`config.mk`:
```
export PLATFORM = sky130hd
export DESIGN_NAME = mem_fault_regs
export DESIGN_NICKNAME = d
export VERILOG_FILES = /design/src/isa_pkg.sv /design/src/mem_map_pkg.sv /design/src/mem_fault_regs.sv
export SDC_FILE = /design/constraint.sdc
export NUM_CORES = 1
export LEC_CHECK = 0
export BUFFER_PORTS_ARGS = -buffer_cell sky130_fd_sc_hd__clkbuf_2
export CAP_MARGIN = 5
export CORE_UTILIZATION = 47
export DETAILED_ROUTE_END_ITERATION = 12
export GPL_TIMING_DRIVEN = 0
export PLACE_DENSITY = 0.79
export SLEW_MARGIN = 20
export SYNTH_ARGS = -nofsm -noshare
export SYNTH_HDL_FRONTEND = slang
export SYNTH_SLANG_ARGS = --single-unit
```
`constraint.sdc`:
```
create_clock -name i_clk -period 1.83 [get_ports i_clk]
set_clock_uncertainty 0.2 [all_clocks]
set_input_delay 0.366 -clock i_clk [delete_from_list [all_inputs] [get_ports i_clk]]
set_output_delay 0.366 -clock i_clk [all_outputs]
set_load 0.02 [all_outputs]
```
`src/isa_pkg.sv`:
```
package isa_pkg;

    // ****************************************
    // Data path widths
    // ****************************************
    localparam int XLEN        = 32;
    localparam int XLEN_BYTES  = XLEN / 8;   // Byte lanes per word
    localparam int XLEN_HALVES = XLEN / 16;  // Halfword lanes per word

    // ****************************************
    // RV32I opcodes
    // ****************************************
    localparam logic [6:0] OPC_LOAD  = 7'b0000011;
    localparam logic [6:0] OPC_STORE = 7'b0100011;

    // ****************************************
    // funct3 codes for loads and stores
    // ****************************************
    localparam logic [2:0] F3_LB  = 3'b000;
    localparam logic [2:0] F3_LH  = 3'b001;
    localparam logic [2:0] F3_LW  = 3'b010;
    localparam logic [2:0] F3_LBU = 3'b100;
    localparam logic [2:0] F3_LHU = 3'b101;

    localparam logic [2:0] F3_SB  = 3'b000;
    localparam logic [2:0] F3_SH  = 3'b001;
    localparam logic [2:0] F3_SW  = 3'b010;

    // One memory word, seen as byte lanes or halfword lanes
    typedef union packed {
        logic [XLEN_BYTES-1:0][7:0]   b;
        logic [XLEN_HALVES-1:0][15:0] h;
    } mem_word_u;

endpackage

```
`src/mem_map_pkg.sv`:
```
package mem_map_pkg;

    // ****************************************
    // Data memory geometry
    // ****************************************
    localparam int MEM_WORDS = 256;            // Word entries in the array
    localparam int MEM_IDX_W = $clog2(MEM_WORDS);  // Word index bits

    // ****************************************
    // Fault status
    // ****************************************
    // Counter stops at all ones
    localparam int FAULT_CNT_W = 8;

endpackage

```
`src/mem_fault_regs.sv`:
```
`timescale 1ns/1ps

module mem_fault_regs (
    input  logic                               i_clk,
    input  logic                               i_rst_n,
    input  logic                               i_fault,
    input  logic [isa_pkg::XLEN-1:0]           i_fault_addr,
    input  logic                               i_fault_clr,
    output logic                               o_fault_flag,
    output logic [mem_map_pkg::FAULT_CNT_W-1:0] o_fault_count,
    output logic [isa_pkg::XLEN-1:0]           o_fault_addr
);
    import mem_map_pkg::*;

    logic cnt_full;

    assign cnt_full = (o_fault_count == {FAULT_CNT_W{1'b1}});

    always_ff @(posedge i_clk or negedge i_rst_n) begin
        if (!i_rst_n) begin
            o_fault_flag  <= 1'b0;
            o_fault_count <= '0;
            o_fault_addr  <= '0;
        end else if (i_fault_clr) begin  // Clear wins over a new fault
            o_fault_flag  <= 1'b0;
            o_fault_count <= '0;
            o_fault_addr  <= '0;
        end else if (i_fault) begin
            o_fault_flag <= 1'b1;        // Sticky
            if (!cnt_full) begin
                o_fault_count <= o_fault_count + 1'b1;
            end
            o_fault_addr <= i_fault_addr;  // Latest fault
        end
    end

endmodule

```
== After elaboration in Yosys (flattened, before gate mapping) ==
Cells that the tools add are included.

* Bits in registers: 41
* Logic and storage cells: 15
* Output and inout bits: 41

* Eq/ne operators: 2
* $add $sub $neg: 1
* Reduce and logical (&&, ||, !) cells: 2
* Muxes and demuxes: 7

{| class="wikitable"
|+ Operators with widths
! cell !! number
|-
| $mux 32 || 2
|-
| $mux 8 || 3
|-
| $add 8x1->8 const B || 1
|-
| $eq 8x8->1 const B || 1
|-
| $mux 1 || 2
|-
| $ne 2x2->1 const B || 1
|-
| $reduce_and 2->1 || 1
|-
| $reduce_bool 2->1 || 1
|}

== Longest topological paths before layout ==
Gate-level depths: netlist (run 1).

* Depth after elaboration: 4
* Depth in mapped cells: 5
* Depth with buffers taken out: 4

== Least setup slack after synthesis (run 1) ==
No wires, ideal clock.

* Path type: register -> register
* Start: register o_fault_count[0] (netlist bit)
* End: register o_fault_count[0] (netlist bit)
* Arrival time: 1.474 ns
* Cell stages (with the launch flop): 5
* Slack: 0.030 ns
* Library setup time: 0.125 ns
* Path through: dfrtp_1 > ha_1 > and4_4 > a21boi_2 > mux2_4

* Word-level cells in the longest chain between the ends: 4
* Elaborated cells on any way between the ends: 7
* Classes of those cells: 1 x add/sub; 2 x eq/ne; 3 x mux; 1 x reduce/logical

{| class="wikitable"
|+ RTL lines
! what !! RTL line !! source
|-
| from (decl) || mem_fault_regs.sv:10 || <nowiki>output logic [mem_map_pkg::FAULT_CNT_W-1:0] o_fault_count,</nowiki>
|-
| from (signal assigned) || mem_fault_regs.sv:31 || <nowiki>o_fault_count <= o_fault_count + 1'b1;</nowiki>
|-
| $add 8x1->8 || mem_fault_regs.sv:31 ||
|-
| $mux 8 || mem_fault_regs.sv:30 || <nowiki>if (!cnt_full) begin</nowiki>
|-
| $mux 8 || mem_fault_regs.sv:28 || <nowiki>end else if (i_fault) begin</nowiki>
|-
| $mux 8 || mem_fault_regs.sv:24 || <nowiki>end else if (i_fault_clr) begin</nowiki>
|}

Parallel ways exist; a longest one is shown, timed or not. The select of a mux whose other input is x is not followed.
A chain may end at the register's enable or synchronous reset.

== Final worst setup path (run 1) ==
Ends and elaborated chain as after synthesis.

==> flow_metrics.env, run 1 <==
export IMPL_status="complete, no violations"
export IMPL_antenna_found_initial=0
export IMPL_use_met2_pct=31.3
export IMPL_grt_usage_pct=19.5
export IMPL_die_w_um=64.3
export IMPL_finalCritPeriodShare_pct=93.8
export IMPL_hold_path_class="primary input to async pin"
export IMPL_p_per_area_mw_per_mm2=785
export IMPL_netlist_area_mm2=0.00182
export IMPL_r2r_slack_ns=0.11
export IMPL_hold_worst_slack_ns=0.00336
export IMPL_drt_initial_drc_count=83
export IMPL_grt_overflow_total=0
export IMPL_rsz0062_at_grt="false"
export IMPL_path_max_fanout=7
export IMPL_drt_vias_per_instance=5.08
export IMPL_cp_top_family="flip-flops"
export IMPL_area_delta_synth_final_pct=29.0
export IMPL_cp_cell_sequence="ha_2 -> and4_4 -> a21boi_4 -> mux2_4"
export IMPL_busiest_layer="met2"
export IMPL_drt_pass1_iterations=4
export IMPL_cts_hold_fix_buffers=0
export IMPL_ys_flop_type="dfrtp_1"
export IMPL_ys_seq_area_share_pct=56.3
export IMPL_grt_use_met3_pct=5.71
export IMPL_path_class="flop to flop"
export IMPL_synth_net_count=192
export IMPL_synthTopCellsByArea="dfrtp_1, mux2i_1, nor2_1"
export IMPL_synth_edff_count=0
export IMPL_grt_pass1_vias=1347
export IMPL_path_clk_slew_ns=0.07
export IMPL_clkLatencyLatePin_ns=0.28
export IMPL_port_buffers=74
export IMPL_rows=22
export IMPL_start_kind="flop"
export IMPL_synthArstFlopShare_pct=100
export IMPL_synth_warnings=0
export IMPL_ios=77
export IMPL_crit_required_ns=1.80
export IMPL_max_freq_mhz=582
export IMPL_p_seq_share_pct=53.2
export IMPL_final_net_count=273
export IMPL_ys_ff_latch=41
export IMPL_ys_types=28
export IMPL_cts_buffers=5
export IMPL_cts_tree="yes"
export IMPL_cts_root_buf="clkbuf_8"
export IMPL_crit_path_end_kind="flop"
export IMPL_hold_violations=0
export IMPL_die_y_um=64.3
export IMPL_power_leakage_nw=1.29
export IMPL_routedWlPerCell_um=12.7
export IMPL_use_met1_pct=25.2
export IMPL_cts_sinks=41
export IMPL_tightest_slew_ns=0.882
export IMPL_cp_slowest_cell="dfrtp_2"
export IMPL_dp_final_hpwl_um=2670
export IMPL_vias=1444
export IMPL_routabilityCongestion=0.759
export IMPL_synth_top_area_cell="dfrtp_1"
export IMPL_drt_wl_total_um=3600
export IMPL_yosysMostFrequentCell="dfrtp_1"
export IMPL_combPwrFrac_pct=15.7
export IMPL_cellInternalPower_mw=1.37
export IMPL_tns_ns=0
export IMPL_cp_num_buf_inv=0
export IMPL_p_sw_share_pct=25.7
export IMPL_arrival_ns=1.68
export IMPL_core_area_mm2=0.00369
export IMPL_cts_setup_buffers=0
export IMPL_initial_core_util_pct=49.4
export IMPL_clockPowerShare_pct=31.1
export IMPL_drtAntennaViolNets=0
export IMPL_grt_pass1_wl_um=6130
export IMPL_maxSlewViolCount=0
export IMPL_htreeDepth=2
export IMPL_num_antenna_cells=0
export IMPL_fin_crit_ns=1.72
export IMPL_dieArea_mm2=0.00413
export IMPL_slew_headroom_pct=41.2
export IMPL_drive_above_1_share_pct=41.5
export IMPL_ir_drop_mv=0.526
export IMPL_drc=0
export IMPL_maxCapViolCount=0
export IMPL_p_switching_uw=474
export IMPL_grt_max_degree=42
export IMPL_syn_inst=155
export IMPL_synth_avg_cell_area_um2=11.8
export IMPL_slowest_delay_ns=0.45
export IMPL_fillers=319
export IMPL_ctsResizeCount=0
export IMPL_setup_viol=0
export IMPL_synth_top_area_share_pct=56.3
export IMPL_synth_common_cells="dfrtp_1, nor2_1, mux2i_1"
export IMPL_cts_buffer_depth=2
-- final timing paths --
check / startpoint / to / depth (start not counted)
worst max-delay path: o_fault_count[0] / o_fault_count[0] / 4
worst max register to register: o_fault_count[0] / o_fault_count[0] / 4
max in group asynchronous: i_rst_n / o_fault_count[0] / 1
min in group i_clk: i_fault_addr[22] / o_fault_addr[22] / 3
worst min register to register: o_fault_addr[11] / o_fault_addr[11] / 2
worst min-delay path: i_rst_n / o_fault_addr[28] / 1
-- flip-flops by register name, indices dropped and copies added, names as in the netlist --
| register | cells |
|---|---|
| o_fault_flag | 1 |
| o_fault_addr | 32 |
| o_fault_count | 8 |
-- layer usage --
layer  up-vias  wire length, um
met5         -                0
met1       701             1630
met2        49             1770
li1        692                -
met3         2              195
met4         0               15
-- power groups by stage --
stage	Sequential, mW	Combinational, mW	Clock, mW
2_1_floorplan	1.05	0.113	0
3_3_place_gp	0.994	0.288	0
3_5_place_dp	0.997	0.292	0
4_1_cts	0.980	0.293	0.592
5_1_grt	0.986	0.319	0.644
6_report	0.980	0.289	0.574
-- layout by cell type, fill, tap and decap left out, drive strengths merged --
master and n:
nand4 4, mux2 3, inv 1, nand3 3, o21bai 1, a211oi 2, a31oi 1, ha 1
nor4b 1, dfrtp 41, nor2b 4, nand2b 2, nor2 37, buf 10, mux2i 33, and4 2
and3 1, nor3 3, nor3b 1, a21oi 3, a21boi 1, clkbuf 81
-- area by class of cell --
| cell class | instances | area [um2] | area share (%) |
|---|---|---|---|
| repair buffers | 74 | 370 | 15.8 |
| flip-flops and latches | 41 | 1030 | 43.7 |
| well taps | 48 | 60.1 | 2.56 |
| multi-input cells | 103 | 733 | 31.2 |
| plain buffers | 10 | 68.8 | 2.93 |
| inverters | 1 | 3.75 | 0.160 |
| clock buffers | 7 | 86.3 | 3.67 |
-- logic make-up (layout without fill, tap and decap cells) --
group,Yosys count,after routing,synth area share (%)
flops,41,41,56.3
fa+ha+maj,1,1,0.687
simple gates,58,58,15.4
mux,36,36,20.4
buf+inv,11,92,3.98
compound gates,8,8,3.23
-- through the flow --
stage	utilization (%)	power [mW]	setup WS (ns)	std cells	cell area [um2]
2_1_floorplan	-	1.17	0.0305	155	1820
4_1_cts	63.4	1.86	0.0235	284	2340
3_5_place_dp	61.1	1.29	0.0376	277	2250
6_report	63.7	1.84	0.113	284	2350
3_3_place_gp	61.1	1.28	0.0371	277	2250
5_1_grt	63.7	1.95	0.0579	284	2350
(Power assumes the default switching activity.)
==> run 2, diff against run 1 <==
--- a/config.mk
+++ b/config.mk
@@ -6,10 +6,11 @@
 export NUM_CORES = 1
 export LEC_CHECK = 0
 export BUFFER_PORTS_ARGS = -buffer_cell sky130_fd_sc_hd__clkbuf_2
-export CAP_MARGIN = 5
+export CAP_MARGIN = 30
 export CORE_UTILIZATION = 47
 export DETAILED_ROUTE_END_ITERATION = 12
 export GPL_TIMING_DRIVEN = 0
+export HOLD_SLACK_MARGIN = 0.08
 export PLACE_DENSITY = 0.79
 export SLEW_MARGIN = 20
 export SYNTH_ARGS = -nofsm -noshare
==> constraint.sdc (replaced) <==
create_clock -name i_clk -period 1.83 [get_ports i_clk]
set_clock_uncertainty 0.2 [all_clocks]
set_input_delay 0.549 -clock i_clk [delete_from_list [all_inputs] [get_ports i_clk]]
set_output_delay 0.549 -clock i_clk [all_outputs]
set_load 0.02 [all_outputs]
==> flow_metrics.env, run 2 (synthesized netlist as in run 1, its figures left out) <==
export IMPL_ir_drop_mv=0.516
export IMPL_p_per_area_mw_per_mm2=838
export IMPL_dieArea_mm2=0.00413
export IMPL_use_met2_pct=31.8
export IMPL_routabilityCongestion=0.759
export IMPL_maxSlewViolCount=0
export IMPL_use_met1_pct=26.4
export IMPL_cp_slowest_cell="dfrtp_2"
export IMPL_initial_core_util_pct=49.4
export IMPL_top_regs="o_fault_addr (32), o_fault_count (8), o_fault_flag (1)"
export IMPL_regMostFlops="o_fault_addr"
export IMPL_die_y_um=64.3
export IMPL_path_clk_slew_ns=0.08
export IMPL_rows=22
export IMPL_drtAntennaViolNets=0
export IMPL_tightest_slew_ns=0.484
export IMPL_power_leakage_nw=1.32
export IMPL_slew_headroom_pct=67.7
export IMPL_cts_setup_buffers=0
export IMPL_mostFrequentLayoutCell="clkbuf_2"
export IMPL_crit_path_end_kind="flop"
export IMPL_area_delta_synth_final_pct=32.3
export IMPL_drt_initial_drc_count=39
export IMPL_cts_root_buf="clkbuf_8"
export IMPL_arrival_ns=1.71
export IMPL_ios=77
export IMPL_cp_cell_sequence="ha_2 -> and4_4 -> a21boi_2 -> mux2_4"
export IMPL_grt_max_degree=26
export IMPL_drt_pass1_iterations=4
export IMPL_drive_above_1_share_pct=41.8
export IMPL_cts_sinks=41
export IMPL_setup_viol=0
export IMPL_grt_overflow_total=0
export IMPL_cts_buffer_depth=2
export IMPL_cp_top_family="flip-flops"
export IMPL_cts_buffers=5
export IMPL_htreeDepth=2
export IMPL_cp_num_buf_inv=0
export IMPL_maxCapViolCount=0
export IMPL_hold_violations=0
export IMPL_start_kind="flop"
export IMPL_path_class="flop to flop"
export IMPL_grt_pass1_vias=1312
export IMPL_num_antenna_cells=0
export IMPL_largest_reg_flops=32
export IMPL_core_area_mm2=0.00369
export IMPL_grt_usage_pct=19.7
export IMPL_drt_wl_total_um=3730
export IMPL_status="complete, no violations"
export IMPL_max_freq_mhz=574
export IMPL_die_w_um=64.3
export IMPL_hold_path_class="primary input to flop"
export IMPL_final_cell_mix="clkbuf_2, dfrtp_1, nor2_1"
export IMPL_finalCritPeriodShare_pct=95.1
export IMPL_tns_ns=0
export IMPL_routedWlPerCell_um=13.0
export IMPL_stdcell_count=287
export IMPL_final_net_count=275
export IMPL_crit_required_ns=1.80
export IMPL_dp_cells=278
export IMPL_fillers=310
export IMPL_grt_pass1_wl_um=6180
export IMPL_multi_input_area_um2=726
export IMPL_rsz0062_at_grt="false"
export IMPL_path_max_fanout=7
export IMPL_antenna_found_initial=0
export IMPL_vias=1428
export IMPL_regArea_mm2=0.00103
export IMPL_clkLatencyLatePin_ns=0.29
export IMPL_dp_final_hpwl_um=2760
export IMPL_fin_crit_ns=1.74
export IMPL_slowest_delay_ns=0.46
export IMPL_drt_vias_per_instance=4.98
export IMPL_busiest_layer="met2"
export IMPL_cts_tree="yes"
export IMPL_final_core_util_pct=65.3
export IMPL_grt_use_met3_pct=5.00
export IMPL_port_buffers=74
export IMPL_drc=0
==> run 2: metrics by stage <==
step	worst slack, ns	total power [mW]	area (um2)	hold slack, ns
2_1_floorplan	0.0305	1.17	1820	0.0534
3_3_place_gp	0.0371	1.28	2250	0.276
3_5_place_dp	0.0334	1.30	2280	0.308
4_1_cts	0.0194	2.03	2410	0.303
5_1_grt	0.0222	2.11	2410	0.317
6_report	0.0893	2.02	2410	0.305
==> run 2: metal layers <==
layer	vias to the layer above	wire [um]
met3	7	217
met5	-	0
met4	0	44
met2	55	1730
met1	667	1730
li1	699	-
==> run 2: layout make-up <==
class,count,area share (%)
Timing Repair Buffer,76,16.9
Inverter,1,0.156
Tap cell,48,2.49
Clock inverter,1,1.25
Multi-Input combinational cell,103,30.1
Clock buffer,7,3.58
Sequential cell,41,42.6
Buffer,10,2.86
==> run 2: worst reg2reg max path, cell delays in order, from the launching register on <==
cell	delay, ns
dfrtp_2	0.46
ha_2	0.23
and4_4	0.23
a21boi_2	0.20
mux2_4	0.31
==> run 2: path summary, 6_finish.rpt <==
| kind | start | to | slack (ns) | cells after the start |
|---|---|---|---|---|
| worst max-delay path | o_fault_count[0] | o_fault_count[0] | 0.09 | 4 |
| worst min register to register | o_fault_addr[11] | o_fault_addr[11] | 0.32 | 2 |
| worst min-delay path | i_fault_addr[24] | o_fault_addr[24] | 0.31 | 3 |
| min in group asynchronous | i_rst_n | o_fault_addr[1] | 0.55 | 2 |
| worst max register to register | o_fault_count[0] | o_fault_count[0] | 0.09 | 4 |
| max in group asynchronous | i_rst_n | o_fault_addr[16] | 0.40 | 3 |
==> run 2: power by group <==
group          total, mW  switching (mW)  internal (mW)
Combinational      0.298           0.173          0.125
Clock              0.740           0.295          0.445
Sequential         0.981          0.0295          0.951
Total               2.02           0.498           1.52
==> run 2: timing repair <==
action | CTS | global route
hold buffers | 1 | 0
hold endpoints to repair | 16 | 0
setup endpoints to repair | 0 | 2
gates resized for setup | 0 | 2
