[src/isa_pkg.sv]
package isa_pkg;

    // ****************************************
    // Data path widths
    // ****************************************
    localparam int XLEN        = 32;
    localparam int XLEN_BYTES  = XLEN / 8;   // Byte lanes per word
    localparam int XLEN_HALVES = XLEN / 16;  // Halfword lanes per word

    // ****************************************
    // RV32I opcodes
    // ****************************************
    localparam logic [6:0] OPC_LOAD  = 7'b0000011;
    localparam logic [6:0] OPC_STORE = 7'b0100011;

    // ****************************************
    // funct3 codes for loads and stores
    // ****************************************
    localparam logic [2:0] F3_LB  = 3'b000;
    localparam logic [2:0] F3_LH  = 3'b001;
    localparam logic [2:0] F3_LW  = 3'b010;
    localparam logic [2:0] F3_LBU = 3'b100;
    localparam logic [2:0] F3_LHU = 3'b101;

    localparam logic [2:0] F3_SB  = 3'b000;
    localparam logic [2:0] F3_SH  = 3'b001;
    localparam logic [2:0] F3_SW  = 3'b010;

    // One memory word, seen as byte lanes or halfword lanes
    typedef union packed {
        logic [XLEN_BYTES-1:0][7:0]   b;
        logic [XLEN_HALVES-1:0][15:0] h;
    } mem_word_u;

endpackage

[src/mem_map_pkg.sv]
package mem_map_pkg;

    // ****************************************
    // Data memory geometry
    // ****************************************
    localparam int MEM_WORDS = 256;            // Word entries in the array
    localparam int MEM_IDX_W = $clog2(MEM_WORDS);  // Word index bits

    // ****************************************
    // Fault status
    // ****************************************
    // Counter stops at all ones
    localparam int FAULT_CNT_W = 8;

endpackage

[src/mem_bus_if.sv]
`timescale 1ns/1ps

interface mem_bus_if;
    import isa_pkg::*;
    import mem_map_pkg::*;

    logic [MEM_IDX_W-1:0]  addr_idx;  // Word index
    logic [XLEN-1:0]       wdata;     // Lane aligned store word
    logic [XLEN_BYTES-1:0] wstrb;     // Byte enables
    logic                  we;
    logic [XLEN-1:0]       rdata;     // Combinational read word

    modport master (
        output addr_idx,
        output wdata,
        output wstrb,
        output we,
        input  rdata
    );

    modport slave (
        input  addr_idx,
        input  wdata,
        input  wstrb,
        input  we,
        output rdata
    );

endinterface

[src/mem_access_stage.sv]
`timescale 1ns/1ps

module mem_access_stage (
    input  logic [isa_pkg::XLEN-1:0] i_rs_2,
    input  logic [isa_pkg::XLEN-1:0] i_alu_out,
    input  logic [6:0]               i_opcode,
    input  logic [2:0]               i_func_3,
    input  logic                     i_valid,
    mem_bus_if.master                bus,
    output logic [isa_pkg::XLEN-1:0] o_mem_out,
    output logic                     o_is_load,
    output logic                     o_misaligned,
    output logic                     o_fault,
    output logic [isa_pkg::XLEN-1:0] o_fault_addr
);
    import isa_pkg::*;
    import mem_map_pkg::*;

    logic [1:0]            byte_off;
    logic                  ld_acc;
    logic                  st_acc;
    logic                  sz_byte;
    logic                  sz_half;
    logic                  sz_word;
    logic                  ld_unsigned;
    logic                  misaligned;
    mem_word_u             st_word;
    logic [XLEN_BYTES-1:0] st_strb;
    mem_word_u             ld_word;
    logic [7:0]            ld_byte;
    logic [15:0]           ld_half;

    assign byte_off = i_alu_out[1:0];

    // ****************************************
    // Decode
    // ****************************************
    always_comb begin
        ld_acc      = 1'b0;
        st_acc      = 1'b0;
        sz_byte     = 1'b0;
        sz_half     = 1'b0;
        sz_word     = 1'b0;
        ld_unsigned = 1'b0;
        case (i_opcode)
            OPC_LOAD: begin
                case (i_func_3)
                    F3_LB:  begin ld_acc = 1'b1; sz_byte = 1'b1; end
                    F3_LH:  begin ld_acc = 1'b1; sz_half = 1'b1; end
                    F3_LW:  begin ld_acc = 1'b1; sz_word = 1'b1; end
                    F3_LBU: begin ld_acc = 1'b1; sz_byte = 1'b1; ld_unsigned = 1'b1; end
                    F3_LHU: begin ld_acc = 1'b1; sz_half = 1'b1; ld_unsigned = 1'b1; end
                    default: ;  // Unknown width, no access
                endcase
            end
            OPC_STORE: begin
                case (i_func_3)
                    F3_SB:  begin st_acc = 1'b1; sz_byte = 1'b1; end
                    F3_SH:  begin st_acc = 1'b1; sz_half = 1'b1; end
                    F3_SW:  begin st_acc = 1'b1; sz_word = 1'b1; end
                    default: ;
                endcase
            end
            default: ;
        endcase
    end

    assign misaligned = (sz_half & byte_off[0]) | (sz_word & (byte_off != 2'b00));

    // ****************************************
    // Store lane placement
    // ****************************************
    always_comb begin
        st_word = '0;
        st_strb = '0;
        if (st_acc) begin
            if (sz_byte) begin
                st_word.b[byte_off] = i_rs_2[7:0];
                st_strb[byte_off]   = 1'b1;
            end else if (sz_half) begin
                st_word.h[byte_off[1]]            = i_rs_2[15:0];
                st_strb[{byte_off[1], 1'b0} +: 2] = 2'b11;
            end else begin
                st_word = i_rs_2;
                st_strb = '1;
            end
        end
    end

    assign bus.addr_idx = i_alu_out[MEM_IDX_W+1:2];  // Wraps on index bits
    assign bus.wdata    = st_word;
    assign bus.wstrb    = st_strb;
    assign bus.we       = i_valid & st_acc & ~misaligned;

    // ****************************************
    // Load lane select and extension
    // ****************************************
    assign ld_word = bus.rdata;
    assign ld_byte = ld_word.b[byte_off];
    assign ld_half = ld_word.h[byte_off[1]];

    always_comb begin
        o_mem_out = '0;
        if (ld_acc) begin
            if (sz_byte) begin
                o_mem_out = {{(XLEN-8){ld_byte[7] & ~ld_unsigned}}, ld_byte};
            end else if (sz_half) begin
                o_mem_out = {{(XLEN-16){ld_half[15] & ~ld_unsigned}}, ld_half};
            end else begin
                o_mem_out = ld_word;
            end
        end
    end

    assign o_is_load    = ld_acc;
    assign o_misaligned = misaligned;
    assign o_fault      = i_valid & misaligned;  // One cycle pulse per bad access
    assign o_fault_addr = i_alu_out;

endmodule

[src/flat_wrapper.sv]
// flat-port wrapper written by rule: the top's interface ports become plain ports
module mem_access_stage_flat import isa_pkg::*; import mem_map_pkg::*;
  (i_rs_2, i_alu_out, i_opcode, i_func_3, i_valid, o_mem_out, o_is_load, o_misaligned, o_fault, o_fault_addr, bus_addr_idx, bus_wdata, bus_wstrb, bus_we, bus_rdata);
  mem_bus_if bus_i ();
  input  logic [isa_pkg::XLEN-1:0] i_rs_2;
  input  logic [isa_pkg::XLEN-1:0] i_alu_out;
  input  logic [6:0] i_opcode;
  input  logic [2:0] i_func_3;
  input  logic i_valid;
  output logic [isa_pkg::XLEN-1:0] o_mem_out;
  output logic o_is_load;
  output logic o_misaligned;
  output logic o_fault;
  output logic [isa_pkg::XLEN-1:0] o_fault_addr;
  output wire logic [$bits(bus_i.addr_idx)-1:0] bus_addr_idx;
  output wire logic [$bits(bus_i.wdata)-1:0] bus_wdata;
  output wire logic [$bits(bus_i.wstrb)-1:0] bus_wstrb;
  output wire logic [$bits(bus_i.we)-1:0] bus_we;
  input wire logic [$bits(bus_i.rdata)-1:0] bus_rdata;
  assign bus_addr_idx = bus_i.addr_idx;
  assign bus_wdata = bus_i.wdata;
  assign bus_wstrb = bus_i.wstrb;
  assign bus_we = bus_i.we;
  assign bus_i.rdata = bus_rdata;
  mem_access_stage u_core (.i_rs_2(i_rs_2), .i_alu_out(i_alu_out), .i_opcode(i_opcode), .i_func_3(i_func_3), .i_valid(i_valid), .bus(bus_i), .o_mem_out(o_mem_out), .o_is_load(o_is_load), .o_misaligned(o_misaligned), .o_fault(o_fault), .o_fault_addr(o_fault_addr));
endmodule
[config.mk]
export PLATFORM = sky130hd
export DESIGN_NAME = mem_access_stage_flat
export DESIGN_NICKNAME = d
export VERILOG_FILES = /design/src/isa_pkg.sv /design/src/mem_map_pkg.sv /design/src/mem_bus_if.sv /design/src/mem_access_stage.sv /design/src/flat_wrapper.sv
export SDC_FILE = /design/constraint.sdc
export NUM_CORES = 1
export LEC_CHECK = 0
export BUFFER_PORTS_ARGS = -buffer_cell sky130_fd_sc_hd__buf_4
export CORE_AREA = 2 2 84 86
export DETAILED_ROUTE_END_ITERATION = 10
export DIE_AREA = 0 0 86 88
export PLACE_DENSITY = 0.66
export SYNTH_ARGS = -nofsm -noshare
export SYNTH_HDL_FRONTEND = slang
export SYNTH_SLANG_ARGS = --single-unit
[constraint.sdc]
create_clock -name vclk -period 2.85
set_input_delay 0.57 -clock vclk [all_inputs]
set_output_delay 0.57 -clock vclk [all_outputs]
set_load 0.03 [all_outputs]
== Word level (Yosys, flattened, before mapping) ==
Index checks and enable logic that the tools add are counted.

* Register bits: 0
* Word-level logic and storage cells: 69

* Add/sub/neg operators: 1
* $lt $le $gt $ge: 4
* Equality and inequality tests: 6
* Shift operators: 2
* Multiplexer cells: 33
* Bitwise logic cells: 13
* Reductions and logical operators: 10

{| class="wikitable"
|+ Operators with widths
! kind !! count
|-
| two-way mux 32 bit || 6
|-
| bitwise AND 32 bit || 2
|-
| two-way mux 16 bit || 3
|-
| binary-select mux 8 bit (select 2 bit) || 1
|-
| demux 16 bit (select 1 bit) || 1
|-
| demux 8 bit (select 2 bit) || 1
|-
| two-way mux 8 bit || 2
|-
| two-way mux 1 bit || 13
|-
| two-way mux 4 bit || 3
|-
| OR reduction 2 bit || 4
|-
| bitwise AND 1 bit || 7
|-
| equality test 7 x 2 -> 1 bit, second input constant || 1
|-
| equality test 7 x 6 -> 1 bit, second input constant || 1
|-
| equality test 3 bit, second input constant || 2
|-
| OR reduction 5 bit || 1
|-
| bitwise AND 4 bit || 1
|-
| negator 2 -> 4 bit || 1
|-
| one-hot mux 1 bit (2 select lines) || 2
|-
| variable shift 2 x 4 -> 4 bit, first input constant || 1
|-
| variable part select 2 x 4 -> 4 bit, first input constant || 1
|-
| equality test 3 x 1 -> 1 bit, second input constant || 1
|-
| equality test 3 x 2 -> 1 bit, second input constant || 1
|-
| logical NOT 3 bit || 1
|-
| less-than comparator 2 x 3 -> 1 bit, second input constant || 1
|-
| other kinds (9) || 11
|}

== Depth between registers and ports, before layout ==
* Word-level depth: 9
* Mapped depth: 7
* Gate-level depth less buffers: 4

== Worst setup path after synthesis ==
OpenSTA, ideal clock, no wires.

* Path kind: input-to-output
* Start point: in i_func_3[0]
* End point: out o_mem_out[14] (netlist name)
* Arrival time: 2877 ps
* Data required time: 2280 ps
* Slack: -597 ps
* Stages: 6
* Path buffers: 3
* Cell sequence: clkbuf_1 -> mux2_2 -> or4_1 -> buf_2 -> buf_6 -> nor4_1

* Word-level cells in the longest chain between the ends: 8
* Elaborated cells on any way between the ends: 24
* Those cells by class: eq/ne (4); mux (13); bitwise (2); reduce/logical (5)

{| class="wikitable"
|+ Ends and longest elaborated chain
! what !! line !! source
|-
| start: declaration || flat_wrapper.sv:8 || <nowiki>input logic [2:0] i_func_3;</nowiki>
|-
| equality test 3 bit || mem_access_stage.sv:47 || <nowiki>case (i_func_3)</nowiki>
|-
| OR reduction 2 bit (no source line) || - ||
|-
| two-way mux 1 bit || mem_access_stage.sv:47 ||
|-
| two-way mux 1 bit || mem_access_stage.sv:45 || <nowiki>case (i_opcode)</nowiki>
|-
| inverter 1 bit || mem_access_stage.sv:106 || <nowiki>o_mem_out = {{(XLEN-8){ld_byte[7] & ~ld_unsigned}}, ld_byte};</nowiki>
|-
| bitwise AND 1 bit || mem_access_stage.sv:106 ||
|-
| two-way mux 32 bit || mem_access_stage.sv:105 || <nowiki>if (sz_byte) begin</nowiki>
|-
| two-way mux 32 bit (*) || mem_access_stage.sv:104 || <nowiki>if (ld_acc) begin</nowiki>
|-
| end: declaration || flat_wrapper.sv:10 || <nowiki>output logic [isa_pkg::XLEN-1:0] o_mem_out;</nowiki>
|}

Mark *: on every way between the ends. The rest lies on a longest branch, timed or not.

== Final worst setup path ==
* Start point: in i_alu_out[1] (netlist name)
* End point: out o_mem_out[11] (netlist name)

* Word-level cells in the longest chain between the ends: 5
* Elaborated cells on any way between the ends: 8
* Those cells by class: mux (7); bitwise (1)

{| class="wikitable"
|+ Ends and longest elaborated chain
! what !! line !! source
|-
| start: declaration || flat_wrapper.sv:6 || <nowiki>input logic [isa_pkg::XLEN-1:0] i_alu_out;</nowiki>
|-
| binary-select mux 8 bit (select 2 bit) / two-way mux 16 bit (equally long branches) || mem_access_stage.sv:99, mem_access_stage.sv:100 ||
|-
| two-way mux 8 bit (not written as such) / two-way mux 16 bit (equally long branches) || mem_access_stage.sv:99, mem_access_stage.sv:100 ||
|-
| bitwise AND 1 bit / two-way mux 32 bit (equally long branches) || mem_access_stage.sv:106, mem_access_stage.sv:107 ||
|-
| two-way mux 32 bit (*) || mem_access_stage.sv:105 ||
|-
| two-way mux 32 bit (*) || mem_access_stage.sv:104 ||
|}

Mark *: on every way between the ends. The rest lies on a longest branch, timed or not. The select of a mux whose other input is x is not followed.

==> summary.txt <==
Floorplanning
  • Row count: 30
  • IO Pins: 219
  • Die area: 0.007568 mm²
  • Starting Density: 27.18%
  • Chip height: 88 µm
  • Total core area: 0.006644 mm²
  • Die width: 86 µm

Place
  • Worst slack, placed: -0.1925 ns
  • Gp weighted congestion: 0.8337
  • Placed cells: 480
  • DP Area: 0.003159 mm²
  • Port bufs: 151
  • Post-DP HPWL: 6.333 mm

Detailed routing
  • Vias: 2578
  • Vias per inst: 5.326
  • Pre-Repair DR Iteration Count: 4
  • Initial detailed-routing violation count: 66
  • Drt wl/cell: 16.58 µm
  • Final wirelength: 8.027 mm
  • # DRC: 0
  • Antenna viol nets, final: 0

Min path
  • Hold crit path type: input pin to output port

Pwr
  • Clk network pwr share: 0%
  • Leak: 1.546 nW
  • Comb pwr share: 100.0%
  • Worst VDD drop: 0.06437 mV
  • Net Switching: 0.1207 mW
  • Internal power: 0.1289 mW
  • Net Sw Frac: 48.37%
  • PD cells: 75.72 mW/mm²
  • Flop pwr share: 0%
  • Power Total: 0.2496 mW

Yosys
  • Post-synth cell types: 38
  • Sequential fraction of the synthesis area: 0%
  • Syn Nets: 389
  • Yosys warns: 0
  • Cells after Synth: 282
  • Avg Cell Area, Syn: 6.402 µm²
  • Syn Std Cell Area: 0.001805 mm²

Worst setup path
  • Critical path's slowest cell: or4_4
  • Crit path max fanout: 9
  • Critical Setup Path Class: input pin to output port
  • CP endpoint kind: output port
  • CP required: 2.28 ns
  • Worst Setup Start Kind: input pin
  • Critical path, cell by cell: buf_6 > mux4_2 > nor3_2 > or4_4 > buf_12 > nor4_4 > buf_4
  • Max incr delay on CP: 0.54 ns
  • CP Data Arrival Time: 2.24 ns

Timing
  • Period utilisation layout: 98.76%
  • Post-route worst setup slack: 0.03541 ns
  • Final Max Tran Viols: 0
  • RSZ-0062 raised after global routing: yes
  • Hold Vio Cnt, Final: 0
  • Post-route minimum period: 2.815 ns
  • Final Setup Violations: 0
  • Fmax: 355.3 MHz
  • Worst-Margin Slew: 0.5087 ns
  • Rel. slew slack: 66.01%
  • Hold_ws: 1.140 ns
  • Setup Total Neg Slack: 0 ns

CTS
  • CTS Hold Bufs: 0

Outcome
  • Status: completed

Global route
  • Grt ovf: 0
  • Antenna violations before repair: 0
  • First-pass GRT wire length: 12.25 mm
  • Largest net degree at the start of global routing: 25
  • Gr usage total: 19.55%
  • Vias in the first global route: 2529

Finish
  • FF+latch count: 0
  • Finished Layout Cells: 484
  • CLK BUF: 0
  • Nets: 513
  • Cell area after layout: 0.003296 mm²
  • Area growth from synthesis to layout: 82.54%
  • ANT cells: 0
  • Register area: 0 µm²
  • Layout Utilization: 49.60%
  • Share of post-route cells with drive strength above 1: 61.14%

Job
  • Max-Cap Viols: 0
[kinds of logic after synthesis]
group           share of synthesized area, %
mux                                    15.59
simple gates                           41.23
buf+inv                                23.01
compound gates                         20.17
[cell usage after synthesis, types with 2 or more instances]
| library cell | count | share of area [%] |
|---|---|---|
| nor2_1 | 46 | 9.6 |
| buf_4 | 40 | 17 |
| nand2_1 | 28 | 5.8 |
| a21oi_1 | 27 | 7.5 |
| clkbuf_1 | 17 | 3.5 |
| nor3_1 | 16 | 4.4 |
| and2_1 | 10 | 3.5 |
| nand3_1 | 10 | 2.8 |
| mux2i_1 | 9 | 5.0 |
| nor3b_1 | 9 | 3.7 |
| a221oi_1 | 8 | 3.9 |
| mux4_2 | 8 | 10 |
| o221ai_1 | 8 | 3.9 |
| nor4_1 | 6 | 2.1 |
| buf_1 | 5 | 1.0 |
| a211oi_1 | 3 | 1.2 |
| inv_1 | 3 | 0.62 |
| nor4b_1 | 3 | 1.5 |
| and3_1 | 2 | 0.69 |
| nand2b_1 | 2 | 0.69 |
| nor2b_1 | 2 | 0.69 |
| nor4_2 | 2 | 1.4 |
| o21ai_1 | 2 | 0.55 |
| or4_1 | 2 | 0.83 |
[per-layer routing]
layer	GRT usage (%)	part of all wire, %
met4	3.896	1.5
met3	2.074	6.9
met1	25.48	42
met5	0	0
met2	34.95	50
[worst max-delay path: cells and delay by family]
| kind | cells | cell delay, ns |
|---|---|---|
| muxes | 1 | 0.35 |
| buffers and inverters | 3 | 0.47 |
| and+or+nand+nor | 3 | 0.84 |
[final cells by class]
class / count / area (µm²)
Fill cell: 692 / 3348
Tap cell: 80 / 100.1
Timing Repair Buffer: 186 / 1515
Inverter: 3 / 11.26
Multi-Input combinational cell: 215 / 1669
[power by group through the flow]
stage | Combinational (mW) | Sequential (mW) | Clock (mW)
after global routing | 0.270 | 0 | 0
after CTS | 0.247 | 0 | 0
after floorplan | 0.205 | 0 | 0
final | 0.250 | 0 | 0
after global placement | 0.240 | 0 | 0
after detailed placement | 0.245 | 0 | 0
[timing repair]
action	in CTS	in global routing
pin swaps	4	1
gates cloned	2	0
setup endpoints to repair	46	19
resized for setup	4	20
buffers inserted	2	0
[worst paths after layout]
path | cells past startpoint | slack (ns) | to | start
hold / removal | 0 | 1.14 | o_fault_addr[27] | i_alu_out[27]
setup / recovery | 7 | 0.04 | o_mem_out[11] | i_alu_out[1]
[cells in the final DEF (no fill, tap or decap), drive strengths merged, types with 9 or more instances in the layout]
cell type / instances
a21oi: 27
and2: 11
buf: 186
mux2i: 9
nand2: 28
nand3: 10
nor2: 46
nor3: 16
nor3b: 9
nor4: 9
No activity file was read; power rests on OpenSTA's default activity.
