==> config.mk <==
export PLATFORM = sky130hd
export DESIGN_NAME = mem_wb_reg
export DESIGN_NICKNAME = d
export VERILOG_FILES = /design/src/isa_pkg.sv /design/src/mem_wb_reg.sv
export SDC_FILE = /design/constraint.sdc
export NUM_CORES = 1
export LEC_CHECK = 0
export BUFFER_PORTS_ARGS = -buffer_cell sky130_fd_sc_hd__clkbuf_2
export CAP_MARGIN = 20
export CORE_MARGIN = 3
export CORE_UTILIZATION = 40
export DETAILED_ROUTE_END_ITERATION = 8
export PLACE_DENSITY_LB_ADDON = 0.15
export SYNTH_ARGS = -nofsm -noshare
export SYNTH_HDL_FRONTEND = slang
export SYNTH_SLANG_ARGS = --single-unit
==> constraint.sdc <==
create_clock -name i_clk -period 0.8 [get_ports i_clk]
set_input_delay 0.08 -clock i_clk [delete_from_list [all_inputs] [get_ports i_clk]]
set_output_delay 0.08 -clock i_clk [all_outputs]
set_load 0.1 [all_outputs]
==> src/isa_pkg.sv <==
package isa_pkg;

    // ****************************************
    // Data path widths
    // ****************************************
    localparam int XLEN        = 32;
    localparam int XLEN_BYTES  = XLEN / 8;   // Byte lanes per word
    localparam int XLEN_HALVES = XLEN / 16;  // Halfword lanes per word

    // ****************************************
    // RV32I opcodes
    // ****************************************
    localparam logic [6:0] OPC_LOAD  = 7'b0000011;
    localparam logic [6:0] OPC_STORE = 7'b0100011;

    // ****************************************
    // funct3 codes for loads and stores
    // ****************************************
    localparam logic [2:0] F3_LB  = 3'b000;
    localparam logic [2:0] F3_LH  = 3'b001;
    localparam logic [2:0] F3_LW  = 3'b010;
    localparam logic [2:0] F3_LBU = 3'b100;
    localparam logic [2:0] F3_LHU = 3'b101;

    localparam logic [2:0] F3_SB  = 3'b000;
    localparam logic [2:0] F3_SH  = 3'b001;
    localparam logic [2:0] F3_SW  = 3'b010;

    // One memory word, seen as byte lanes or halfword lanes
    typedef union packed {
        logic [XLEN_BYTES-1:0][7:0]   b;
        logic [XLEN_HALVES-1:0][15:0] h;
    } mem_word_u;

endpackage

==> src/mem_wb_reg.sv <==
`timescale 1ns/1ps

module mem_wb_reg (
    input  logic                     i_clk,
    input  logic                     i_rst_n,
    input  logic                     i_valid,
    input  logic [4:0]               i_rd_num,
    input  logic [isa_pkg::XLEN-1:0] i_alu_out,
    input  logic [isa_pkg::XLEN-1:0] i_mem_out,
    input  logic                     i_is_load,
    input  logic                     i_op_type,
    input  logic                     i_misaligned,
    output logic                     o_wb_valid,
    output logic                     o_wb_we,
    output logic [4:0]               o_wb_rd,
    output logic [isa_pkg::XLEN-1:0] o_wb_data
);
    import isa_pkg::*;

    logic [XLEN-1:0] wb_data_nxt;
    logic            wb_we_nxt;

    assign wb_data_nxt = i_is_load ? i_mem_out : i_alu_out;

    // x0 never written
    assign wb_we_nxt = i_valid & i_op_type & (i_rd_num != 5'd0) & ~i_misaligned;

    // ****************************************
    // Control
    // ****************************************
    always_ff @(posedge i_clk or negedge i_rst_n) begin
        if (!i_rst_n) begin
            o_wb_valid <= 1'b0;
            o_wb_we    <= 1'b0;
        end else begin
            o_wb_valid <= i_valid;
            o_wb_we    <= wb_we_nxt;
        end
    end

    // Payload
    always_ff @(posedge i_clk) begin
        o_wb_rd   <= i_rd_num;
        o_wb_data <= wb_data_nxt;
    end

endmodule

==> metrics.yaml, run 1 <==
outcome:
  status: "stopped before the end"
  stop_stage: "clock tree synthesis"
  error_line: "[ERROR DPL-0038] Utilization greater than 100%, impossible to legalize"
place:
  hpwl_um: 3130
  portBuffers: 113
  dp_slack_ns: -0.0886
  placed_cell_area_mm2: 0.00259
  gp_congestion: 0.705
synth:
  yosysSeqAreaShare_pct: 58.3
  syn_nets: 154
  yosys-top-cells-area: "dfxtp_1 55%, mux2_4 33%, buf_12 4.4%"
  ys_seq_elements: 39
  netlist_area_mm2: 0.00136
  yosys.cell_types.count: 10
  synth_most_common_cell: "dfxtp_1"
  synth_top_cell_by_area: "dfxtp_1"
  synthArstFlopShare_pct: 5.13
  synth_cells: 79
  yosysTopAreaCellShare_pct: 54.6
  synth_enable_flop_cells: 0
  syn_area_per_cell_um2: 17.2
  yosys_warnings: 0
  synth_ff_type: "dfxtp_1"
  ys_top_cells_by_count: "37 x dfxtp_1, 30 x mux2_4, 3 x buf_12, 2 x dfrtp_1, 2 x mux2_2"
clocking:
  post_cts_buffers: 0
  cts_made_buffers: 5
  clock-sinks: 39
  root_buffer: "clkbuf_4"
  holdBufCountCts: 73
  htree_levels: 2
  clk_path_buf_depth: 2
  cts.repair.resized: 0
die:
  fp.dieW_um: 64.2
  ios: 114
  num_rows: 20
  initial_core_util_pct: 43.0
  die_h_um: 64.2
-- through the flow --
step	hold WS (ns)	std cells
2_1_floorplan	-0.216	79
3_3_place_gp	-0.134	235
3_5_place_dp	-0.127	235
-- cell families after synthesis --
family | after synthesis | share of synthesized area (%)
AO/OA/AOI/OAI | 1 | 0.369
buffers and inverters | 4 | 5.26
flip-flops | 39 | 58.3
multiplexers | 32 | 34.9
AND/OR/NAND/NOR | 3 | 1.20
==> inputs of run 2 (changes only) <==
--- a/config.mk
+++ b/config.mk
@@ -8,7 +8,7 @@
 export BUFFER_PORTS_ARGS = -buffer_cell sky130_fd_sc_hd__clkbuf_2
 export CAP_MARGIN = 20
 export CORE_MARGIN = 3
-export CORE_UTILIZATION = 40
+export CORE_UTILIZATION = 30
 export DETAILED_ROUTE_END_ITERATION = 8
 export PLACE_DENSITY_LB_ADDON = 0.15
 export SYNTH_ARGS = -nofsm -noshare
==> run 2 against run 1 <==
  * The flow now finishes, with violations (negative setup slack)
  * Synthesized cell count unchanged
  * Synthesized area did not move
==> metrics.yaml, run 2 <==
setup_path:
  crit_arrival_ns: 0.86
  cp-end-kind: "output port"
  critical_path.top_delay_family: "flip-flops"
  cp_max_fo: 1
  crit_type: "reg2out"
  critical_path.max_stage_delay_ns: 0.42
  crit_chain: "buf_12"
  crit_buf_inv: 1
  worstPathRequired_ns: 0.72
  startpoint_type: "flip-flop"
  slowest_stage: "dfrtp_2"
min_path:
  hold_path_class: "in2reg"
  worstHoldStart: "i_mem_out[10]"
  hold_depth: 2
  worstHoldEndpoint: "o_wb_data[10]"
clocking:
  clock-sinks: 39
  cts.repair.resized: 0
  cts_tree: "built"
  clkTransAtPathRegs_ns: 0.07
  cts_made_buffers: 5
  htree_levels: 2
  root_buffer: "clkbuf_8"
  clk_path_buf_depth: 2
place:
  place_inst: 240
  placed_cell_area_mm2: 0.00257
  dp_slack_ns: -0.0968
  portBuffers: 113
  hpwl_um: 2940
  gp_congestion: 0.716
power_and_ir_drop:
  p_leak_uw: 0.00136
  power_density_mw_per_mm2: 2070
  switchingPower_uw: 1970
  vdd.ir_drop.worst_uv: 1120
  p_comb_share_pct: 38.1
  clockPowerShare_pct: 22.3
  power_uw: 5670
  p_int_uw: 3700
  pwr-share-seq_pct: 39.6
  power.switching_fraction_pct: 34.8
routing:
  wl_per_cell_um: 13.5
  routed_via_density: 4.20
  vias: 1067
  final_antenna_net_count: 0
  drc_errors: 0
  drtPass1Iterations: 4
  drt_iter0_drc: 11
  routed_wl_um: 3430
synth:
  netlist_area_mm2: 0.00136
  yosysTopAreaCellShare_pct: 54.6
  synth_cells: 79
  yosys_warnings: 0
  syn_area_per_cell_um2: 17.2
  synth_enable_flop_cells: 0
  yosys-top-cells-area: "dfxtp_1 55%, mux2_4 33%, buf_12 4.4%"
  synthArstFlopShare_pct: 5.13
  yosys.cell_types.count: 10
  ys_seq_elements: 39
  synth_most_common_cell: "dfxtp_1"
  yosysSeqAreaShare_pct: 58.3
  syn_nets: 154
  ys_top_cells_by_count: "37 x dfxtp_1, 30 x mux2_4, 3 x buf_12, 2 x dfrtp_1, 2 x mux2_2"
  synth_ff_type: "dfxtp_1"
  synth_top_cell_by_area: "dfxtp_1"
global_routing:
  antenna_found_initial: 0
  grt_pass1_vias: 1175
  gr-usage-all-layers_pct: 13.2
  grt_first_pass_wirelength_um: 5240
  grt_start_max_net_pins: 23
  overflow: 0
timing:
  fin_ws_ns: -0.141
  drv_slew: 0
  max_freq_mhz: 1060
  worstMarginPinSlew_ns: 0.179
  max-slew-margin-rel_pct: 88.0
  min_period_ns: 0.941
  setup_viol: 39
  min_period_over_period_pct: 118
  hold_viol: 0
  rsz0062_at_grt: "yes"
die:
  fp.dieW_um: 73.2
  initial_core_util_pct: 32.5
  dieArea_mm2: 0.00536
  core_mm2: 0.00417
  num_rows: 23
  ios: 114
  die_h_um: 73.2
cells_and_area:
  reg_top3: "o_wb_data x32, o_wb_rd x5"
  fin_cells: 254
  largest_reg_flops: 32
  final_util_pct: 65.5
  fin_area_mm2: 0.00273
  top_register: "o_wb_data"
  final_common_cell: "clkbuf_2"
  nFillCells: 307
  drive_above_1_share_pct: 94.6
  nNetsFinal: 279
  area_delta_synth_final_pct: 101
  final_cell_mix: "74 x clkbuf_2, 40 x buf_12, 37 x dfxtp_2, 30 x mux2_4, 7 x dlygate4sd3_1"
  num_antenna_cells: 0
outcome:
  violations: "negative setup slack"
  status: "finished, violations left"
job:
  maxCapViolCount: 0
-- run 2: cell counts after synthesis --
No cell type changed its count.
-- run 2: timing repair --
| action | CTS | global route |
|---|---|---|
| pin swaps | 0 | 0 |
| hold buffers | 7 | 0 |
| setup endpoints to repair | 39 | 39 |
| buffers inserted | 0 | 0 |
| cloned | 0 | 0 |
| hold endpoints to repair | 8 | 0 |
-- run 2: cell families after synthesis --
logic type	synth area share (%)
multiplexers	34.9
flip-flops	58.3
AND/OR/NAND/NOR	1.20
buffers and inverters	5.26
AO/OA/AOI/OAI	0.369
-- run 2: through the flow --
stage | hold WS, ns | setup TNS [ns]
4_1_cts | 0.0173 | -3.36
2_1_floorplan | -0.216 | 0
3_5_place_dp | -0.129 | -1.89
6_report | 0.0290 | -2.68
3_3_place_gp | -0.135 | -1.09
5_1_grt | 0.00302 | -4.27
-- run 2: how the worst max path moves through the flow --
| stage | from | endpoint | slack, ns | cells after the start |
|---|---|---|---|---|
| after floorplan | i_is_load | o_wb_data[0] | 0.06 | 3 |
| after global placement | i_is_load | o_wb_data[30] | -0.06 | 3 |
| after detailed placement | i_is_load | o_wb_data[29] | -0.1 | 3 |
| after CTS | o_wb_we | o_wb_we | -0.16 | 1 |
| after global routing | o_wb_we | o_wb_we | -0.18 | 1 |
| final | o_wb_valid | o_wb_valid | -0.14 | 1 |
-- run 2: power groups by stage --
stage / sequential [uW] / combinational [uW] / clock, uW
after detailed placement: 2290 / 2150 / 0
final: 2240 / 2160 / 1260
after global routing: 2260 / 2220 / 1420
after CTS: 2250 / 2180 / 1330
after floorplan: 3280 / 279 / 0
after global placement: 2280 / 2130 / 0
-- run 2: area by class of cell --
type,count,area [um2],share of cell area [%]
tap,50,62.6,2.29
sequential,39,840,30.7
timing repair buffer,122,1250,45.7
clock buffer,6,82.6,3.02
clock inverter,1,5.00,0.183
multi-input combinational,36,494,18.1
-- run 2: routing by layer --
metal | vias to the layer above | track usage (%) | wire length [um] | part of all wire [%]
met5 | - | 0 | 0 | 0
met4 | 0 | 3.69 | 17 | 0.50
met3 | 2 | 7.02 | 416 | 12
met2 | 63 | 24.8 | 1960 | 57
met1 | 484 | 12.1 | 1040 | 30
li1 | 518 | - | - | -
Note: power is estimated with default switching activity, not from simulation.
==> inputs of run 3 (changes only) <==
--- a/config.mk
+++ b/config.mk
@@ -5,10 +5,12 @@
 export SDC_FILE = /design/constraint.sdc
 export NUM_CORES = 1
 export LEC_CHECK = 0
+export ABC_AREA = 1
 export BUFFER_PORTS_ARGS = -buffer_cell sky130_fd_sc_hd__clkbuf_2
 export CAP_MARGIN = 20
 export CORE_MARGIN = 3
 export CORE_UTILIZATION = 30
+export CTS_CLUSTER_SIZE = 10
 export DETAILED_ROUTE_END_ITERATION = 8
 export PLACE_DENSITY_LB_ADDON = 0.15
 export SYNTH_ARGS = -nofsm -noshare
==> run 3 against run 2 <==
  * The run still ends with negative setup slack left
  * Via count rose by 47%
  * Sequential cell count did not move
  * Core utilization rose by 11 points
  * Global-route usage rose by 4.4 points
  * Sequential power barely moved
  * Routed wire length rose by 39%
  * First-iteration DRC count rose to 3.5 times the previous value
  * Critical path depth did not move
  * Cell count rose by 50%
  * Critical path type unchanged
==> metrics.yaml, run 3 <==
synth:
  synth_ff_type: "dfxtp_1"
  netlist_area_mm2: 0.00144
  yosys_warnings: 0
  synth_cells: 150
  yosys.cell_types.count: 12
  synth_enable_flop_cells: 0
  ys_top_cells_by_count: "37 x dfxtp_1, 34 x inv_1, 32 x nand2_1, 29 x o21ai_2"
  yosysSeqAreaShare_pct: 55.1
  ys_seq_elements: 39
  synthArstFlopShare_pct: 5.13
  yosys-top-cells-area: "dfxtp_1 52%, o21ai_2 18%, inv_1 8.9%"
  synth_most_common_cell: "dfxtp_1"
  syn_area_per_cell_um2: 9.57
  yosysTopAreaCellShare_pct: 51.6
  synth_top_cell_by_area: "dfxtp_1"
  syn_nets: 225
global_routing:
  gr-usage-all-layers_pct: 17.6
  top_usage_layer: "met2"
  grt_start_max_net_pins: 43
  antenna_found_initial: 0
  grt_pass1_vias: 1609
  overflow: 0
  gr-usage-met2_pct: 31.8
  grt.met1_usage_pct: 18.5
  grt_first_pass_wirelength_um: 7460
  grt_util_met3_pct: 7.48
clocking:
  htree_levels: 2
  cts_tree: "built"
  post_cts_buffers: 0
  clock-sinks: 39
  root_buffer: "clkbuf_8"
  cts_made_buffers: 5
  clkTransAtPathRegs_ns: 0.07
  clk_path_buf_depth: 2
timing:
  fin_ws_ns: -0.157
  drv_slew: 0
  min_period_over_period_pct: 120
  min_period_ns: 0.957
  max-slew-margin-rel_pct: 85.4
  fin_setup_tns_ns: -3.36
  max_freq_mhz: 1040
  worstMarginPinSlew_ns: 0.219
  rsz0062_at_grt: "yes"
  setup_viol: 39
  hold_viol: 0
die:
  fp.dieW_um: 75.2
  dieArea_mm2: 0.00565
  die_h_um: 75.2
  core_mm2: 0.00447
  ios: 114
  num_rows: 24
  initial_core_util_pct: 32.1
power_and_ir_drop:
  power_density_mw_per_mm2: 1790
  power.switching_fraction_pct: 35.9
  p_comb_share_pct: 39.5
  p_int_uw: 3910
  clockPowerShare_pct: 23.7
  vdd.ir_drop.worst_uv: 954
  p_leak_uw: 0.00171
  pwr-share-seq_pct: 36.8
  switchingPower_uw: 2190
cells_and_area:
  top_register: "o_wb_data"
  largest_reg_flops: 32
  final_util_pct: 76.0
  num_antenna_cells: 0
  drive_above_1_share_pct: 57.9
  nNetsFinal: 402
  fin_cells: 380
  final_cell_mix: "69 x clkbuf_2, 64 x dlygate4sd3_1, 41 x buf_12, 37 x dfxtp_2, 33 x inv_1"
  area_delta_synth_final_pct: 137
  final_common_cell: "clkbuf_2"
  reg_top3: "o_wb_data x32, o_wb_rd x5"
setup_path:
  startpoint_type: "flip-flop"
  critical_path.top_delay_family: "flip-flops"
  crit_chain: "buf_12"
  cp-end-kind: "output port"
  crit_buf_inv: 1
  crit_arrival_ns: 0.88
  worstPathRequired_ns: 0.72
  crit_type: "reg2out"
  cp_max_fo: 1
  cp_num_cells: 1
  startpoint: "o_wb_valid"
  slowest_stage: "dfrtp_2"
  critical_path.max_stage_delay_ns: 0.42
routing:
  vias: 1567
  wl_per_cell_um: 12.6
  routed_wl_um: 4780
  drtPass1Iterations: 3
  final_antenna_net_count: 0
  drt_iter0_drc: 38
  routed_via_density: 4.12
  drc_errors: 0
place:
  hpwl_um: 2880
  gp_congestion: 0.728
  portBuffers: 113
  place_inst: 310
outcome:
  status: "finished, violations left"
  violations: "negative setup slack"
min_path:
  hold_path_class: "in2reg"
  worstHoldStart: "i_rd_num[1]"
  hold_depth: 1
  worstHoldEndpoint: "o_wb_rd[1]"
job:
  maxCapViolCount: 0
[run 3: cell types whose count changed after synthesis, sizes merged]
cell and delta:
nand3b -1, buf +3, mux2 -32, nand3 +1
o21ai +32, nor2 +2, nor3 -1, nand2 +34
inv +34, a21oi -1
[run 3: area by class of cell]
cell class	count	area, um2
fillers	291	1070
inverters	34	128
flip-flops and latches	39	840
repair buffers	177	1840
clock buffers	8	100
well taps	52	65.1
multi-input cells	70	425
[run 3: per-stage QoR]
stage               power [uW]  worst slack (ns)  hold WS, ns  instance area (um2)
finish                    6090            -0.157      0.00886                 3400
global placement          4410            0.0911       -0.132                 2640
global route              6330            -0.182      0.00251                 3400
floorplan                 3560            0.0743       -0.216                 1480
detailed placement        4430            0.0698       -0.126                 2640
CTS                       6160            -0.173     0.000843                 3410
[run 3: layer usage]
| metal | wire length [um] | vias up | part of all wire, % |
|---|---|---|---|
| li1 | - | 811 | - |
| met1 | 1690 | 673 | 35 |
| met2 | 2450 | 74 | 51 |
| met3 | 551 | 9 | 12 |
| met4 | 81 | 0 | 1.7 |
| met5 | 0 | - | 0 |
[run 3: what timing repair did]
action | in CTS | in global routing
endpoints found under the setup margin | 39 | 40
hold endpoints to repair | 40 | 0
resized for setup | 0 | 6
hold buffers | 67 | 0
pin swaps | 0 | 4
[run 3: worst max path at each step]
| stage | endpoint |
|---|---|
| floorplan | o_wb_valid |
| global placement | o_wb_data[30] |
| detailed placement | o_wb_data[31] |
| CTS | o_wb_valid |
| global route | o_wb_valid |
| finish | o_wb_valid |
[run 3: logic make-up after synthesis]
family,Yosys count,share of synthesized area [%]
buf+inv,41,15.8
flops,39,55.1
simple gates,38,10.4
compound gates,32,18.7
[run 3: power by group through the flow]
stage               Combinational, uW  Sequential, uW  Clock [uW]
floorplan                         274            3280           0
detailed placement               2140            2290           0
global route                     2500            2250        1570
global placement                 2130            2280           0
finish                           2410            2240        1450
CTS                              2410            2240        1520
==> inputs of run 4 (changes only) <==
--- a/config.mk
+++ b/config.mk
@@ -6,12 +6,12 @@
 export NUM_CORES = 1
 export LEC_CHECK = 0
 export ABC_AREA = 1
-export BUFFER_PORTS_ARGS = -buffer_cell sky130_fd_sc_hd__clkbuf_2
 export CAP_MARGIN = 20
 export CORE_MARGIN = 3
 export CORE_UTILIZATION = 30
 export CTS_CLUSTER_SIZE = 10
 export DETAILED_ROUTE_END_ITERATION = 8
+export DONT_BUFFER_PORTS = 1
 export PLACE_DENSITY_LB_ADDON = 0.15
 export SYNTH_ARGS = -nofsm -noshare
 export SYNTH_HDL_FRONTEND = slang
==> run 4 against run 3 <==
  * The run still ends with negative setup slack left
  * Critical path type unchanged
  * Hold slack better by 0.00074 ns
  * Core utilization is 14 points lower
  * Die area stayed put
  * Sequential power hardly changed
  * Largest power group is now sequential cells
  * Critical endpoint unchanged
  * Cell count is 24% lower
==> metrics.yaml, run 4 (synthesis results as in run 3) <==
outcome:
  status: "finished, violations left"
  violations: "negative setup slack"
setup_path:
  worstPathRequired_ns: 0.72
  crit_buf_inv: 1
  startpoint_type: "flip-flop"
  crit_chain: "buf_12"
  cp-end-kind: "output port"
  crit_arrival_ns: 0.87
  startpoint: "o_wb_valid"
  critical_path.max_stage_delay_ns: 0.42
  cp_max_fo: 1
  slowest_stage: "dfrtp_2"
  crit_type: "reg2out"
  critical_path.top_delay_family: "flip-flops"
cells_and_area:
  final_cell_mix: "46 x dlygate4sd3_1, 39 x buf_12, 37 x dfxtp_2, 34 x inv_1, 32 x nand2_1"
  final_common_cell: "dlygate4sd3_1"
  multiInputGateArea_um2: 418
  nFillCells: 358
  area_delta_synth_final_pct: 94.8
  num_antenna_cells: 0
  final_util_pct: 62.5
  drive_above_1_share_pct: 48.9
  reg_top3: "o_wb_data x32, o_wb_rd x5"
  fin_area_mm2: 0.00280
  top_register: "o_wb_data"
  seq_area_um2: 840
  largest_reg_flops: 32
  nNetsFinal: 311
global_routing:
  grt_start_max_net_pins: 56
  grt_first_pass_wirelength_um: 5370
  grt_pass1_vias: 1211
  gr-usage-all-layers_pct: 13.0
  antenna_found_initial: 0
  overflow: 0
timing:
  min_period_over_period_pct: 118
  fin_setup_tns_ns: -2.97
  min_period_ns: 0.946
  max_freq_mhz: 1060
  setup_viol: 39
  hold_viol: 0
  max-slew-margin-rel_pct: 68.4
  worstMarginPinSlew_ns: 0.474
  drv_slew: 0
  rsz0062_at_grt: "yes"
  fin_ws_ns: -0.146
die:
  fp.dieW_um: 75.2
  ios: 114
  num_rows: 24
  core_mm2: 0.00447
  die_h_um: 75.2
  initial_core_util_pct: 32.1
  dieArea_mm2: 0.00565
clocking:
  clk_path_buf_depth: 2
  cts_made_buffers: 5
  clock-sinks: 39
  root_buffer: "clkbuf_8"
  post_cts_buffers: 0
  clkTransAtPathRegs_ns: 0.08
  cts_tree: "built"
  htree_levels: 2
routing:
  drt_iter0_drc: 49
  routed_via_density: 4.34
  routed_wl_um: 3690
  drc_errors: 0
  drtPass1Iterations: 4
  wl_per_cell_um: 12.8
  vias: 1254
  final_antenna_net_count: 0
place:
  portBuffers: 0
  gp_congestion: 0.665
  placed_cell_area_mm2: 0.00223
  hpwl_um: 2560
power_and_ir_drop:
  p_leak_uw: 0.00131
  power_density_mw_per_mm2: 2040
  vdd.ir_drop.worst_uv: 1310
min_path:
  hold_path_class: "in2reg"
  worstHoldStart: "i_rd_num[3]"
job:
  maxCapViolCount: 0
-- run 4: changes by cell type in the layout (fill, tap and decap cells not counted) --
cell	previous run	this run
dlymetal6s4s_1	3	1
inv_2	1	0
dlygate4sd3_1	64	46
inv_1	33	34
nor2_1	2	3
nand3_2	1	0
nand3_1	0	1
nor2_2	1	0
clkbuf_8	7	6
buf_12	41	39
clkinv_2	0	1
clkbuf_2	69	0
-- run 4: final cells by class --
cell class / instances / area share [%]
Timing Repair Buffer: 86 / 44.9
Clock inverter: 1 / 0.179
Multi-Input combinational cell: 70 / 15.0
Clock buffer: 7 / 3.09
Tap cell: 52 / 2.33
Sequential cell: 39 / 30.0
Inverter: 34 / 4.57
-- run 4: routing by layer --
layer	vias up	global-route usage (%)	routed length, um
met1	550	12.9	1290
li1	624	-	-
met3	7	5.07	371
met2	73	24.1	1980
met5	-	0	0
met4	0	5.24	52
-- run 4: final timing paths --
kind / end / slack [ns] / depth (start not counted)
max: o_wb_valid / -0.15 / 1
min: o_wb_we / 0.01 / 4
max in group asynchronous: o_wb_valid / 0.64 / 1
min in group asynchronous: o_wb_we / 0.02 / 1
-- run 4: power breakdown --
group	internal, uW	switching [uW]	leakage, uW
combinational	842	1290	0.000924
sequential	2120	116	0.000337
clock	695	636	0.0000482
-- run 4: repair_timing --
| item | in CTS | in global routing |
|---|---|---|
| resized for setup | 0 | 1 |
| setup endpoints to repair | 39 | 44 |
| pin swaps | 0 | 0 |
| hold buffers | 47 | 0 |
| endpoints found under the hold margin | 41 | 0 |
-- run 4: through the flow --
step	hold slack, ns	std cells	total power (uW)	setup slack (ns)
2_1_floorplan	-0.216	150	3560	0.0743
3_3_place_gp	-0.216	234	4160	0.163
3_5_place_dp	-0.216	234	4180	0.154
4_1_cts	0.00345	289	5760	-0.168
5_1_grt	0.00229	289	5940	-0.183
6_report	0.00960	289	5700	-0.146
